**config.mk**
```make
export PLATFORM = sky130hd
export DESIGN_NAME = vgafb_top
export DESIGN_NICKNAME = d
export VERILOG_FILES = /design/src/hw/vgafb_pkg.sv /design/src/hw/vgafb_ctlif.sv /design/src/hw/vgafb_fetch.sv /design/src/hw/vgafb_pixel.sv /design/src/hw/vgafb_timing.sv /design/src/hw/vgafb_top.sv
export VERILOG_INCLUDE_DIRS = /design/src /design/src/hw
export SDC_FILE = /design/constraint.sdc
export NUM_CORES = 1
export LEC_CHECK = 0
export BUFFER_PORTS_ARGS = -buffer_cell sky130_fd_sc_hd__buf_2
export CAP_MARGIN = 15
export CORE_UTILIZATION = 35
export CTS_CLUSTER_SIZE = 40
export DETAILED_ROUTE_END_ITERATION = 8
export PLACE_DENSITY = 0.63
export SLEW_MARGIN = 5
export SYNTH_ARGS = -nofsm -noshare
export SYNTH_HDL_FRONTEND = slang
export SYNTH_HIERARCHICAL = 1
export SYNTH_SLANG_ARGS = --single-unit
```
**constraint.sdc**
```tcl
create_clock -name sys_clk -period 11.4 [get_ports sys_clk]
set_clock_uncertainty 0.05 [all_clocks]
set_input_delay 1.71 -clock sys_clk [delete_from_list [all_inputs] [get_ports sys_clk]]
set_output_delay 1.71 -clock sys_clk [all_outputs]
set_load 0.02 [all_outputs]
```
**src/hw/vgafb_defs.svh**
```systemverilog
//--------------------
// Reset values give 640x480 at 60 Hz with a 25 MHz pixel clock.
// Timing fields are 11 bits wide, so no value may exceed 2047.
//--------------------
`ifndef VGAFB_DEFS_SVH
`define VGAFB_DEFS_SVH

// Framebuffer byte address width.
`define VGAFB_FML_DEPTH 26
// Top four CSR address bits that select this block.
`define VGAFB_CSR_ADDR 0
// Pixels per memory burst, a power of two.
`define VGAFB_BURST_PIXELS 16

// Horizontal and vertical reset timing.
`define VGAFB_RST_HRES 640
`define VGAFB_RST_HSYNC_START 656
`define VGAFB_RST_HSYNC_END 752
`define VGAFB_RST_HSCAN 799
`define VGAFB_RST_VRES 480
`define VGAFB_RST_VSYNC_START 491
`define VGAFB_RST_VSYNC_END 493
`define VGAFB_RST_VSCAN 523
`define VGAFB_RST_NBURSTS 19200

`endif

```
**src/hw/vgafb_pkg.sv**
```systemverilog
//--------------------
// Types passed between the pipeline stages.
//--------------------
`default_nettype none

package vgafb_pkg;

	// Programmed video mode, in CSR order.
	typedef struct packed {
		logic [10:0] hres;
		logic [10:0] hsync_start;
		logic [10:0] hsync_end;
		logic [10:0] hscan;
		logic [10:0] vres;
		logic [10:0] vsync_start;
		logic [10:0] vsync_end;
		logic [10:0] vscan;
	} timing_cfg_t;

	// One beam position with its decoded flags.
	typedef struct packed {
		logic [10:0] hcount;
		logic [10:0] vcount;
		logic        active;
		logic        hsync;
		logic        vsync;
		logic        frame_start;
	} beam_t;

	// Beam flags after the fetch register.
	// Valid marks a pixel that was read from memory.
	typedef struct packed {
		logic active;
		logic hsync;
		logic vsync;
		logic valid;
	} fetch_t;

	// Video output colour.
	typedef struct packed {
		logic [7:0] r;
		logic [7:0] g;
		logic [7:0] b;
	} rgb_t;

endpackage

`default_nettype wire

```
**src/hw/vgafb_ctlif.sv**
```systemverilog
//--------------------
// CSR writes have no handshake; read data follows one cycle later.
// Index 10 is read only and mirrors the base in use by the fetch stage.
//--------------------
`timescale 1ns/1ps
`default_nettype none
`include "vgafb_defs.svh"

module vgafb_ctlif (
	input  wire                          sys_clk,
	input  wire                          sys_rst,
	input  wire  [13:0]                  csr_a,
	input  wire                          csr_we,
	input  wire  [31:0]                  csr_di,
	output logic [31:0]                  csr_do,
	output logic                         vga_rst,
	output vgafb_pkg::timing_cfg_t       timing,
	output logic [`VGAFB_FML_DEPTH-1:0]  baseaddress,
	input  wire                          baseaddress_ack,
	output logic [17:0]                  nbursts,
	output logic [1:0]                   vga_clk_sel
);
	localparam int AW = `VGAFB_FML_DEPTH;

	logic          csr_sel;
	logic [3:0]    csr_idx;
	logic [AW-1:0] baseaddress_act;

	// Block select on the top address bits.
	assign csr_sel = (csr_a[13:10] == 4'(`VGAFB_CSR_ADDR));
	assign csr_idx = csr_a[3:0];

	// Active base follows the request at each frame start.
	always_ff @(posedge sys_clk) begin
		if (sys_rst) begin
			baseaddress_act <= '0;
		end else if (baseaddress_ack) begin
			baseaddress_act <= baseaddress;
		end
	end

	// Control registers.
	// Each write keeps only the field width of its register.
	always_ff @(posedge sys_clk) begin
		if (sys_rst) begin
			vga_rst            <= 1'b1;
			timing.hres        <= 11'(`VGAFB_RST_HRES);
			timing.hsync_start <= 11'(`VGAFB_RST_HSYNC_START);
			timing.hsync_end   <= 11'(`VGAFB_RST_HSYNC_END);
			timing.hscan       <= 11'(`VGAFB_RST_HSCAN);
			timing.vres        <= 11'(`VGAFB_RST_VRES);
			timing.vsync_start <= 11'(`VGAFB_RST_VSYNC_START);
			timing.vsync_end   <= 11'(`VGAFB_RST_VSYNC_END);
			timing.vscan       <= 11'(`VGAFB_RST_VSCAN);
			baseaddress        <= '0;
			nbursts            <= 18'(`VGAFB_RST_NBURSTS);
			vga_clk_sel        <= 2'd0;
		end else if (csr_sel && csr_we) begin
			case (csr_idx)
				4'd0:  vga_rst            <= csr_di[0];
				4'd1:  timing.hres        <= csr_di[10:0];
				4'd2:  timing.hsync_start <= csr_di[10:0];
				4'd3:  timing.hsync_end   <= csr_di[10:0];
				4'd4:  timing.hscan       <= csr_di[10:0];
				4'd5:  timing.vres        <= csr_di[10:0];
				4'd6:  timing.vsync_start <= csr_di[10:0];
				4'd7:  timing.vsync_end   <= csr_di[10:0];
				4'd8:  timing.vscan       <= csr_di[10:0];
				4'd9:  baseaddress        <= csr_di[AW-1:0];
				4'd11: nbursts            <= csr_di[17:0];
				4'd12: vga_clk_sel        <= csr_di[1:0];
				default: ;
			endcase
		end
	end

	// Registered readback, zero when unselected or unused.
	always_ff @(posedge sys_clk) begin
		if (sys_rst) begin
			csr_do <= 32'd0;
		end else if (!csr_sel) begin
			csr_do <= 32'd0;
		end else begin
			case (csr_idx)
				4'd0:    csr_do <= 32'(vga_rst);
				4'd1:    csr_do <= 32'(timing.hres);
				4'd2:    csr_do <= 32'(timing.hsync_start);
				4'd3:    csr_do <= 32'(timing.hsync_end);
				4'd4:    csr_do <= 32'(timing.hscan);
				4'd5:    csr_do <= 32'(timing.vres);
				4'd6:    csr_do <= 32'(timing.vsync_start);
				4'd7:    csr_do <= 32'(timing.vsync_end);
				4'd8:    csr_do <= 32'(timing.vscan);
				4'd9:    csr_do <= 32'(baseaddress);
				4'd10:   csr_do <= 32'(baseaddress_act);
				4'd11:   csr_do <= 32'(nbursts);
				4'd12:   csr_do <= 32'(vga_clk_sel);
				default: csr_do <= 32'd0;
			endcase
		end
	end

endmodule

`default_nettype wire

```
**src/hw/vgafb_fetch.sv**
```systemverilog
//--------------------
// Memory must answer every read one cycle later; there is no stall.
// A new base takes effect only on frame_start.
//--------------------
`timescale 1ns/1ps
`default_nettype none
`include "vgafb_defs.svh"

module vgafb_fetch (
	input  wire                          sys_clk,
	input  wire                          sys_rst,
	input  wire vgafb_pkg::beam_t        beam,
	input  wire  [`VGAFB_FML_DEPTH-1:0]  baseaddress,
	input  wire  [17:0]                  nbursts,
	output logic                         baseaddress_ack,
	output logic [`VGAFB_FML_DEPTH-1:0]  mem_addr,
	output logic                         mem_re,
	output vgafb_pkg::fetch_t            pix
);
	localparam int AW = `VGAFB_FML_DEPTH;
	localparam int IW = 18 + $clog2(`VGAFB_BURST_PIXELS);

	logic [AW-1:0] frame_base;
	logic [IW-1:0] index;
	logic [IW-1:0] limit;
	logic [AW-1:0] cur_base;
	logic [IW-1:0] cur_index;
	logic          req;

	// Acknowledge at the same edge that latches the base.
	assign baseaddress_ack = beam.frame_start;

	// Pixel limit for the whole frame.
	assign limit = IW'(nbursts) * IW'(`VGAFB_BURST_PIXELS);

	// First pixel of a frame already uses the new base.
	assign cur_base  = beam.frame_start ? baseaddress : frame_base;
	assign cur_index = beam.frame_start ? '0 : index;
	assign req       = beam.active && (cur_index < limit);

	always_ff @(posedge sys_clk) begin
		if (sys_rst) begin
			frame_base <= '0;
			index      <= '0;
			mem_re     <= 1'b0;
			pix        <= '0;
		end else begin
			frame_base <= cur_base;
			index      <= req ? cur_index + IW'(1) : cur_index;
			mem_re     <= req;
			pix.active <= beam.active;
			pix.hsync  <= beam.hsync;
			pix.vsync  <= beam.vsync;
			pix.valid  <= req;
		end
	end

	// Two bytes per RGB565 pixel.
	always_ff @(posedge sys_clk) begin
		mem_addr <= cur_base + AW'({cur_index, 1'b0});
	end

endmodule

`default_nettype wire

```
**src/hw/vgafb_pixel.sv**
```systemverilog
//--------------------
// Expects mem_dat one cycle after the fetch register.
//--------------------
`timescale 1ns/1ps
`default_nettype none

module vgafb_pixel (
	input  wire                     sys_clk,
	input  wire                     sys_rst,
	input  wire vgafb_pkg::fetch_t  pix,
	input  wire  [15:0]             mem_dat,
	output logic                    vga_hsync_n,
	output logic                    vga_vsync_n,
	output vgafb_pkg::rgb_t         rgb
);
	vgafb_pkg::fetch_t pix_q;
	vgafb_pkg::rgb_t   rgb_next;

	// RGB565 to 888 with the top bits repeated into the low bits.
	always_comb begin
		rgb_next.r = {mem_dat[15:11], mem_dat[15:13]};
		rgb_next.g = {mem_dat[10:5], mem_dat[10:9]};
		rgb_next.b = {mem_dat[4:0], mem_dat[4:2]};
	end

	// Flags wait one cycle for the memory read.
	always_ff @(posedge sys_clk) begin
		if (sys_rst) begin
			pix_q       <= '0;
			vga_hsync_n <= 1'b1;
			vga_vsync_n <= 1'b1;
			rgb         <= '0;
		end else begin
			pix_q       <= pix;
			vga_hsync_n <= ~pix_q.hsync;
			vga_vsync_n <= ~pix_q.vsync;
			// Black in blanking and past the fetch limit.
			rgb         <= (pix_q.active && pix_q.valid) ? rgb_next : '0;
		end
	end

endmodule

`default_nettype wire

```
**src/hw/vgafb_timing.sv**
```systemverilog
//--------------------
// Beam position and flags come out of one register per cycle.
// A smaller scan value written mid-line wraps the counter at once.
//--------------------
`timescale 1ns/1ps
`default_nettype none

module vgafb_timing (
	input  wire                         sys_clk,
	input  wire                         sys_rst,
	input  wire                         vga_rst,
	input  wire vgafb_pkg::timing_cfg_t timing,
	output vgafb_pkg::beam_t            beam
);
	logic             run;
	logic [10:0]      h_next;
	logic [10:0]      v_next;
	vgafb_pkg::beam_t beam_next;

	// Next beam position.
	// The first cycle after vga_rst replays 0/0 so the frame starts there.
	always_comb begin
		if (!run) begin
			h_next = 11'd0;
			v_next = 11'd0;
		end else if (beam.hcount >= timing.hscan) begin
			h_next = 11'd0;
			if (beam.vcount >= timing.vscan) begin
				v_next = 11'd0;
			end else begin
				v_next = beam.vcount + 11'd1;
			end
		end else begin
			h_next = beam.hcount + 11'd1;
			v_next = beam.vcount;
		end
	end

	// Flag decode on the next position, so flags and counters line up.
	always_comb begin
		beam_next.hcount      = h_next;
		beam_next.vcount      = v_next;
		beam_next.active      = (h_next < timing.hres) && (v_next < timing.vres);
		beam_next.hsync       = (h_next >= timing.hsync_start) &&
		                        (h_next < timing.hsync_end);
		beam_next.vsync       = (v_next >= timing.vsync_start) &&
		                        (v_next < timing.vsync_end);
		beam_next.frame_start = (h_next == 11'd0) && (v_next == 11'd0);
		// Held at zero with all flags clear while in video reset.
		if (vga_rst) begin
			beam_next = '0;
		end
	end

	always_ff @(posedge sys_clk) begin
		if (sys_rst) begin
			beam <= '0;
			run  <= 1'b0;
		end else begin
			beam <= beam_next;
			run  <= ~vga_rst;
		end
	end

endmodule

`default_nettype wire

```
**src/hw/vgafb_top.sv**
```systemverilog
//--------------------
// Memory must answer in one cycle. vga_clk_sel only leaves the chip.
//--------------------
`timescale 1ns/1ps
`default_nettype none
`include "vgafb_defs.svh"

module vgafb_top (
	input  wire                          sys_clk,
	input  wire                          sys_rst,
	input  wire  [13:0]                  csr_a,
	input  wire                          csr_we,
	input  wire  [31:0]                  csr_di,
	output wire  [31:0]                  csr_do,
	output wire  [`VGAFB_FML_DEPTH-1:0]  mem_addr,
	output wire                          mem_re,
	input  wire  [15:0]                  mem_dat,
	output wire  [1:0]                   vga_clk_sel,
	output wire                          vga_hsync_n,
	output wire                          vga_vsync_n,
	output vgafb_pkg::rgb_t              rgb
);
	wire                         vga_rst;
	wire                         baseaddress_ack;
	wire [`VGAFB_FML_DEPTH-1:0]  baseaddress;
	wire [17:0]                  nbursts;
	vgafb_pkg::timing_cfg_t      timing;
	vgafb_pkg::beam_t            beam;
	vgafb_pkg::fetch_t           pix;

	// Control registers.
	vgafb_ctlif u_ctlif (
		.sys_clk, .sys_rst, .csr_a, .csr_we, .csr_di, .csr_do,
		.vga_rst, .timing, .baseaddress, .baseaddress_ack, .nbursts, .vga_clk_sel
	);

	// Beam counters.
	vgafb_timing u_timing (
		.sys_clk, .sys_rst, .vga_rst, .timing, .beam
	);

	// Address generation.
	vgafb_fetch u_fetch (
		.sys_clk, .sys_rst, .beam, .baseaddress, .nbursts,
		.baseaddress_ack, .mem_addr, .mem_re, .pix
	);

	// Video output.
	vgafb_pixel u_pixel (
		.sys_clk, .sys_rst, .pix, .mem_dat, .vga_hsync_n, .vga_vsync_n, .rgb
	);

endmodule

`default_nettype wire

```
# Yosys cells after proc, flatten, opt, wreduce, memory -nomap -nowiden
# Cells that the tools add are included.
dict set report word_totals {
  input_bits 65
  register_bits 328
  output_inout_bits 87
}
dict set report classes {
  n_eq_ne 12
  n_bitwise 5
  muxes 9
  add_sub_neg 4
  n_lt_le_gt_ge 9
  reduce_logical 26
}
# op n
set ops {}
lappend ops {{$pmux 26 s13} 1}
lappend ops {{$mux 11} 5}
lappend ops {{$ge 11x11->1} 4}
lappend ops {{$lt 11x11->1} 4}
lappend ops {{$mux 22} 2}
lappend ops {{$add 26x23->26} 1}
lappend ops {{$mux 26} 1}
lappend ops {{$reduce_and 2->1} 12}
lappend ops {{$add 11x1->11 const B} 2}
lappend ops {{$add 22x1->22 const B} 1}
lappend ops {{$logic_not 11->1} 2}
lappend ops {{$lt 22x22->1} 1}
lappend ops {{$eq 4x4->1 const B} 5}
lappend ops {{$eq 4x3->1 const B} 4}
lappend ops {{$eq 4x2->1 const B} 2}
lappend ops {{$logic_not 4->1} 2}
lappend ops {{$logic_and 1x1->1} 7}
lappend ops {{$reduce_or 2->1} 3}
lappend ops {{$not 1->1} 5}
lappend ops {{$eq 4x1->1 const B} 1}

# Longest topological paths before layout
dict set report depth {
  ltp_word 6
  ltp_mapped 17
  depth_no_buf 17
}

# By module
# Netlist, hierarchy kept.
# module area_each_um2 instances cells_each seq_area_each_um2
set by_module_without_submodules {}
lappend by_module_without_submodules {vgafb_ctlif 7867.5 1 835 3743.6}
lappend by_module_without_submodules {vgafb_fetch 4365.4 1 484 1561.5}
lappend by_module_without_submodules {vgafb_timing 3439.5 1 450 540.5}
lappend by_module_without_submodules {vgafb_pixel 734.5 1 56 440.4}

# Worst setup path after synthesis
# OpenSTA, ideal clock, no wires.
dict set report synth_path {
  path_type {register to register}
  start {register, netlist name u_timing/beam[0]}
  end {register u_fetch.mem_addr[25]}
  t_arrival_ns 3.655
  setup_slack_ns 7.623
  required_time_ns 11.278
  path_stages_with_launch 15
  cell_sequence {dfxtp_1 -> clkbuf_1 -> clkbuf_1 -> buf_1 -> mux2_2 -> ha_1 -> fa_1 -> a211oi_1 -> o211ai_1 -> a21oi_1 -> o211ai_1 -> o21ai_0 -> a21oi_1 -> a41oi_1 -> xor2_1}
}
dict set report synth_between {
  elab_chain_len 2
  word_cells_on_any_way 3
  classes_between {add/sub: 1; mux: 2}
}
# item line_no
set synth_lines {}
lappend synth_lines {{$mux 26} vgafb_fetch.sv:37} ;# assign cur_base = beam.frame_start ? baseaddress : frame_base;
lappend synth_lines {{net u_fetch.cur_base[1]} vgafb_fetch.sv:26} ;# logic [AW-1:0] cur_base;
lappend synth_lines {{$add 26x23->26} vgafb_fetch.sv:60} ;# mem_addr <= cur_base + AW'({cur_index, 1'b0});
lappend synth_lines {{end signal, assigned} vgafb_fetch.sv:60}
lappend synth_lines {{end, declared} vgafb_fetch.sv:16} ;# output logic [`VGAFB_FML_DEPTH-1:0] mem_addr,
# The timed path passes the listed nets, and every way through them passes these cells.
# A chain may end at the register's enable or synchronous reset.

# Worst setup path after layout
dict set report layout_path {
  start {register, netlist name u_timing/beam[15]}
  end {register, netlist name u_timing/beam[3]}
}
dict set report layout_between {
  elab_chain_len 5
  word_cells_on_any_way 9
  classes_between {add/sub: 1; order compare: 3; mux: 4; reduce/logical: 1}
}
# item line_no
set layout_lines {}
lappend layout_lines {{$ge 11x11->1} vgafb_timing.sv:26} ;# end else if (beam.hcount >= timing.hscan) begin
lappend layout_lines {{$mux 11} vgafb_timing.sv:26}
lappend layout_lines {{$mux 11} vgafb_timing.sv:23} ;# if (!run) begin
lappend layout_lines {{net u_timing.v_next[7]} vgafb_timing.sv:17} ;# logic [10:0] v_next;
lappend layout_lines {{$lt 11x11->1} vgafb_timing.sv:43} ;# beam_next.active = (h_next < timing.hres) && (v_next < timing.vres);
lappend layout_lines {{$logic_and 1x1->1} vgafb_timing.sv:43}
# The timed path passes the listed nets, and every way through them passes these cells.

==> run_summary.xml <==
<?xml version="1.0" encoding="UTF-8"?>
<metrics>
  <group name="status">
    <metric name="outcome" unit="">complete, no violations</metric>
  </group>
  <group name="critical_path">
    <metric name="critical-path-max-stage-delay" unit="ns">0.50</metric>
    <metric name="worst_r2r_endpoint" unit="">u_timing/beam[3]</metric>
    <metric name="critPathKind" unit="">register to register</metric>
    <metric name="timing.critical_path.max_delay_family" unit="">simple AND/OR/NAND/NOR gates</metric>
    <metric name="number_of_cell_instances_on_the_worst_register_to_register_path" unit="">15</metric>
    <metric name="startpoint_type" unit="">register</metric>
    <metric name="critical_path.n_buffers_inverters" unit="">1</metric>
    <metric name="critPathArrivalTime" unit="ns">5.38</metric>
    <metric name="worst-r2r-setup-slack" unit="ns">6.36</metric>
    <metric name="path_max_fanout" unit="">15</metric>
    <metric name="cpMaxStageDelayCell" unit="">sky130_fd_sc_hd__nor2_1</metric>
    <metric name="cp_depth" unit="">15</metric>
    <metric name="critical_r2r_launch" unit="">u_timing/beam[15]</metric>
    <metric name="timing.critical_path.from" unit="">u_timing/beam[15]</metric>
    <metric name="crit_chain" unit="">inv_1 -&gt; ha_1 -&gt; nand2b_1 -&gt; a31oi_1 -&gt; o311a_1 -&gt; nand3_1 -&gt; and2_1 -&gt; nor2_1 -&gt; ha_1 -&gt; nand4_1 -&gt; nor3_1 -&gt; nor4_1 -&gt; o2111a_1 -&gt; o21ai_0 -&gt; nor3_1</metric>
    <metric name="timing.critical_path.to_type" unit="">register</metric>
    <metric name="worst_ep_required_time" unit="ns">11.74</metric>
  </group>
  <group name="placement">
    <metric name="gp_routability_congestion" unit="">0.894</metric>
    <metric name="dp_hpwl" unit="microns">34400</metric>
    <metric name="numPortBuffers" unit="">133</metric>
    <metric name="placed_cells" unit="">2463</metric>
  </group>
  <group name="routing">
    <metric name="drt-vias-per-instance" unit="">5.40</metric>
    <metric name="firstDrtPassIters" unit="">5</metric>
    <metric name="drcViolationCount" unit="">0</metric>
    <metric name="drtAntennaViolNets" unit="">0</metric>
    <metric name="totalWireLength" unit="microns">47800</metric>
    <metric name="drt_iter0_drc" unit="">1176</metric>
    <metric name="via_count" unit="">13700</metric>
    <metric name="detail_route.wl_per_cell" unit="microns">18.9</metric>
  </group>
  <group name="synthesis">
    <metric name="syn_area" unit="sq mm">0.0164</metric>
    <metric name="synth-main-ff-cell" unit="">sky130_fd_sc_hd__dfxtp_1</metric>
    <metric name="synthesis.area_per_instance" unit="sq um">8.99</metric>
    <metric name="postSynthRegisterBits" unit="">314</metric>
    <metric name="synth_enable_flop_cells" unit="">0</metric>
    <metric name="sequential_to_total_area_share_from_yosys_stat" unit="">0.383</metric>
    <metric name="synthesis.instances" unit="">1825</metric>
    <metric name="yosys.cell_types.count" unit="">86</metric>
    <metric name="postSynth.asyncResetShare" unit="">0</metric>
    <metric name="synth.yosys.warnings" unit="">6</metric>
  </group>
  <group name="sta">
    <metric name="timing.fmax" unit="MHz">198</metric>
    <metric name="grt_setup_unrepaired" unit="">no</metric>
    <metric name="report.final.setup_viol" unit="">0</metric>
    <metric name="slew_headroom" unit="">0.242</metric>
    <metric name="worstMarginPinSlew" unit="ns">1.14</metric>
    <metric name="setup_total_negative_slack" unit="ns">0</metric>
    <metric name="period_minus_slack" unit="ns">5.04</metric>
    <metric name="hold_violations" unit="">0</metric>
    <metric name="timing.final.crit_share" unit="">0.442</metric>
    <metric name="finalMaxSlewViolations" unit="">0</metric>
  </group>
  <group name="global_route">
    <metric name="grt_most_used_layer" unit="">met2</metric>
    <metric name="via_count_of_the_first_global_routing_pass" unit="">13000</metric>
    <metric name="maximum_number_of_pins_on_one_net_before_global_route_repair" unit="">84</metric>
    <metric name="grt_first_pass_wirelength" unit="microns">73600</metric>
    <metric name="groute.usage.overall" unit="">0.199</metric>
    <metric name="global_route.usage.met2" unit="">0.308</metric>
    <metric name="global_route.overflow_total" unit="">0</metric>
    <metric name="grt_antenna_before_repair" unit="">3</metric>
    <metric name="groute.layer.met3.usage" unit="">0.0419</metric>
    <metric name="groute.layer.met1.usage" unit="">0.267</metric>
  </group>
  <group name="worst_hold_path">
    <metric name="min-delay-start" unit="">u_pixel/pix_q[1]</metric>
    <metric name="holdCritPathClass" unit="">register to register</metric>
    <metric name="min_delay_path_depth" unit="">1</metric>
    <metric name="timing.hold.worst_endpoint" unit="">u_pixel/vga_vsync_n</metric>
  </group>
  <group name="clocking">
    <metric name="htree_levels" unit="">2</metric>
    <metric name="post_cts_resize_count" unit="">0</metric>
    <metric name="clk_pin_slew_worst_paths" unit="ns">0.06</metric>
    <metric name="clock_latency" unit="ns">0.57</metric>
    <metric name="post_cts_buffers" unit="">0</metric>
    <metric name="clock-root-buffer" unit="">sky130_fd_sc_hd__clkbuf_16</metric>
    <metric name="tritoncts_num_sinks" unit="">314</metric>
    <metric name="tritoncts" unit="">done</metric>
    <metric name="clockBufferDepth" unit="">3</metric>
    <metric name="cts_buffers" unit="">36</metric>
    <metric name="post_cts_hold_buffer_count" unit="">0</metric>
  </group>
  <group name="cells_and_area">
    <metric name="post_layout_nonfiller_instances" unit="">2530</metric>
    <metric name="design.final.nets" unit="">2090</metric>
    <metric name="drive_above_1_share" unit="">0.139</metric>
    <metric name="nFillCells" unit="">4540</metric>
    <metric name="syn2layout_area_growth" unit="%">13.0</metric>
  </group>
  <group name="power">
    <metric name="cellLeakagePower" unit="uW">0.00866</metric>
    <metric name="power" unit="uW">2350</metric>
    <metric name="ir_worst_vdd" unit="mV">0.131</metric>
    <metric name="power_density" unit="mW/mm^2">127</metric>
  </group>
  <group name="floorplan">
    <metric name="initial_core_util" unit="">0.358</metric>
    <metric name="top_level_ports" unit="">152</metric>
    <metric name="core-area" unit="sq mm">0.0458</metric>
    <metric name="die_w" unit="microns">219</metric>
    <metric name="floorplan.die.height" unit="microns">219</metric>
    <metric name="design.die.area" unit="sq mm">0.0477</metric>
    <metric name="row_count" unit="">78</metric>
  </group>
  <group name="job">
    <metric name="timing.max_cap.violations" unit="">0</metric>
  </group>
</metrics>
metal layers:
metal,share of wire,vias up
met5,0.00054,-
met4,0.032,4
met3,0.081,97
met2,0.44,555
met1,0.45,6511
li1,-,6501
logic make-up (layout without fill, tap and decap cells):
group / count (synthesis) / after routing / share of synthesized area
simple gates: 616 / 616 / 0.188
compound gates: 316 / 316 / 0.135
flops: 314 / 314 / 0.383
buf+inv: 238 / 337 / 0.0654
mux: 163 / 163 / 0.105
fa+ha+maj: 125 / 125 / 0.0957
xor+xnor: 52 / 52 / 0.0278
other cells: 1 / 7 / 0.000229
registers in the layout, summed over array words and instances (netlist names):
signal and flops:
u_timing/run 1, u_ctlif/baseaddress_act 26, u_pixel/rgb 16, u_fetch/mem_addr 26, u_fetch/index 22, u_fetch/frame_base 26
u_pixel/vga_hsync_n 1, u_pixel/vga_vsync_n 1, u_ctlif/vga_clk_sel 2, u_timing/beam 26, u_ctlif/csr_do 26, u_ctlif/vga_rst 1
u_ctlif/nbursts 18, u_ctlif/baseaddress 26, u_pixel/pix_q 4, u_fetch/pix 4, u_ctlif/timing 88
worst max path at each step:
stage / endpoint / slack, ns
finish: u_timing/beam[3] / 6.36
global route: u_timing/beam[3] / 6.14
CTS: u_timing/beam[3] / 6.46
detailed placement: u_timing/beam[3] / 6.49
global placement: u_timing/beam[3] / 6.59
floorplan: u_fetch/mem_addr[25] / 7.62
where the power goes:
part	switching [uW]	total, uW	internal [uW]
Combinational	63.0	86.7	23.7
Clock	477	1170	688
Sequential	0.917	1100	1100
Total	541	2350	1810
final cells by class:
class	count	area (sq um)	area share
diodes	1	2.50	0.000135
well taps	600	751	0.0405
clock buffers	57	1100	0.0594
inverters	125	469	0.0253
repair buffers	146	769	0.0415
multi-input cells	1278	9070	0.489
clock inverters	9	83.8	0.00452
flip-flops and latches	314	6290	0.339
cells in the mapped netlist (6+ instances only):
library cell,instances,area [sq um]
sky130_fd_sc_hd__o211ai_1,25,188
sky130_fd_sc_hd__a32o_1,7,70.1
sky130_fd_sc_hd__ha_1,123,1540
sky130_fd_sc_hd__buf_6,8,90.1
sky130_fd_sc_hd__a21oi_1,90,450
sky130_fd_sc_hd__nor2_1,201,754
sky130_fd_sc_hd__and4b_1,10,100
sky130_fd_sc_hd__a31oi_1,11,68.8
sky130_fd_sc_hd__and2_1,12,75.1
sky130_fd_sc_hd__and4b_2,6,67.6
sky130_fd_sc_hd__buf_2,27,135
sky130_fd_sc_hd__xnor2_1,31,272
sky130_fd_sc_hd__o21ai_0,31,155
sky130_fd_sc_hd__nand3b_1,9,67.6
sky130_fd_sc_hd__a32oi_1,9,78.8
sky130_fd_sc_hd__a21o_1,29,218
sky130_fd_sc_hd__dfxtp_1,314,6290
sky130_fd_sc_hd__a22oi_1,20,150
sky130_fd_sc_hd__o21a_1,15,113
sky130_fd_sc_hd__nand2b_1,14,87.6
sky130_fd_sc_hd__and3_1,10,62.6
sky130_fd_sc_hd__mux2_2,28,315
sky130_fd_sc_hd__or3_1,6,37.5
sky130_fd_sc_hd__nand2_1,161,604
sky130_fd_sc_hd__xor2_1,21,184
sky130_fd_sc_hd__inv_1,123,462
sky130_fd_sc_hd__nand4_1,29,181
sky130_fd_sc_hd__mux2i_1,127,1270
sky130_fd_sc_hd__o31ai_1,8,60.1
sky130_fd_sc_hd__buf_4,23,173
sky130_fd_sc_hd__nor2b_1,69,432
sky130_fd_sc_hd__clkbuf_1,49,184
sky130_fd_sc_hd__nand3_1,30,150
sky130_fd_sc_hd__a22o_1,15,131
sky130_fd_sc_hd__nor3_1,23,115
sky130_fd_sc_hd__buf_1,6,22.5
placed cells by master, fill, tap and decap left out, types with 21 or more instances in the layout:
| master | n |
|---|---|
| sky130_fd_sc_hd__dfxtp_1 | 313 |
| sky130_fd_sc_hd__nor2_1 | 201 |
| sky130_fd_sc_hd__nand2_1 | 161 |
| sky130_fd_sc_hd__buf_2 | 132 |
| sky130_fd_sc_hd__mux2i_1 | 127 |
| sky130_fd_sc_hd__inv_1 | 123 |
| sky130_fd_sc_hd__ha_1 | 123 |
| sky130_fd_sc_hd__a21oi_1 | 90 |
| sky130_fd_sc_hd__nor2b_1 | 67 |
| sky130_fd_sc_hd__clkbuf_16 | 37 |
| sky130_fd_sc_hd__o21ai_0 | 31 |
| sky130_fd_sc_hd__xnor2_1 | 31 |
| sky130_fd_sc_hd__nand3_1 | 30 |
| sky130_fd_sc_hd__nand4_1 | 29 |
| sky130_fd_sc_hd__a21o_1 | 29 |
| sky130_fd_sc_hd__mux2_2 | 28 |
| sky130_fd_sc_hd__o211ai_1 | 25 |
| sky130_fd_sc_hd__nor3_1 | 23 |
| sky130_fd_sc_hd__xor2_1 | 21 |
per-stage QoR:
stage / area, sq um / setup WS (ns) / util / hold WS (ns)
6_report: 18500 / 6.36 / 0.405 / 0.334
5_1_grt: 18500 / 6.14 / 0.405 / 0.369
4_1_cts: 18500 / 6.46 / 0.405 / 0.337
3_5_place_dp: 17400 / 6.49 / 0.379 / 0.324
3_3_place_gp: 17400 / 6.59 / 0.379 / 0.318
2_1_floorplan: 16400 / 7.62 / - / 0.305
worst register-to-register path, stage by stage, from the launching register on:
cell and delay [ns]:
sky130_fd_sc_hd__dfxtp_1 0.44, sky130_fd_sc_hd__inv_1 0.10, sky130_fd_sc_hd__ha_1 0.27, sky130_fd_sc_hd__nand2b_1 0.14, sky130_fd_sc_hd__a31oi_1 0.26, sky130_fd_sc_hd__o311a_1 0.30
sky130_fd_sc_hd__nand3_1 0.48, sky130_fd_sc_hd__and2_1 0.48, sky130_fd_sc_hd__nor2_1 0.50, sky130_fd_sc_hd__ha_1 0.34, sky130_fd_sc_hd__nand4_1 0.29, sky130_fd_sc_hd__nor3_1 0.21
sky130_fd_sc_hd__nor4_1 0.20, sky130_fd_sc_hd__o2111a_1 0.27, sky130_fd_sc_hd__o21ai_0 0.09, sky130_fd_sc_hd__nor3_1 0.46
(Power assumes the default switching activity.)
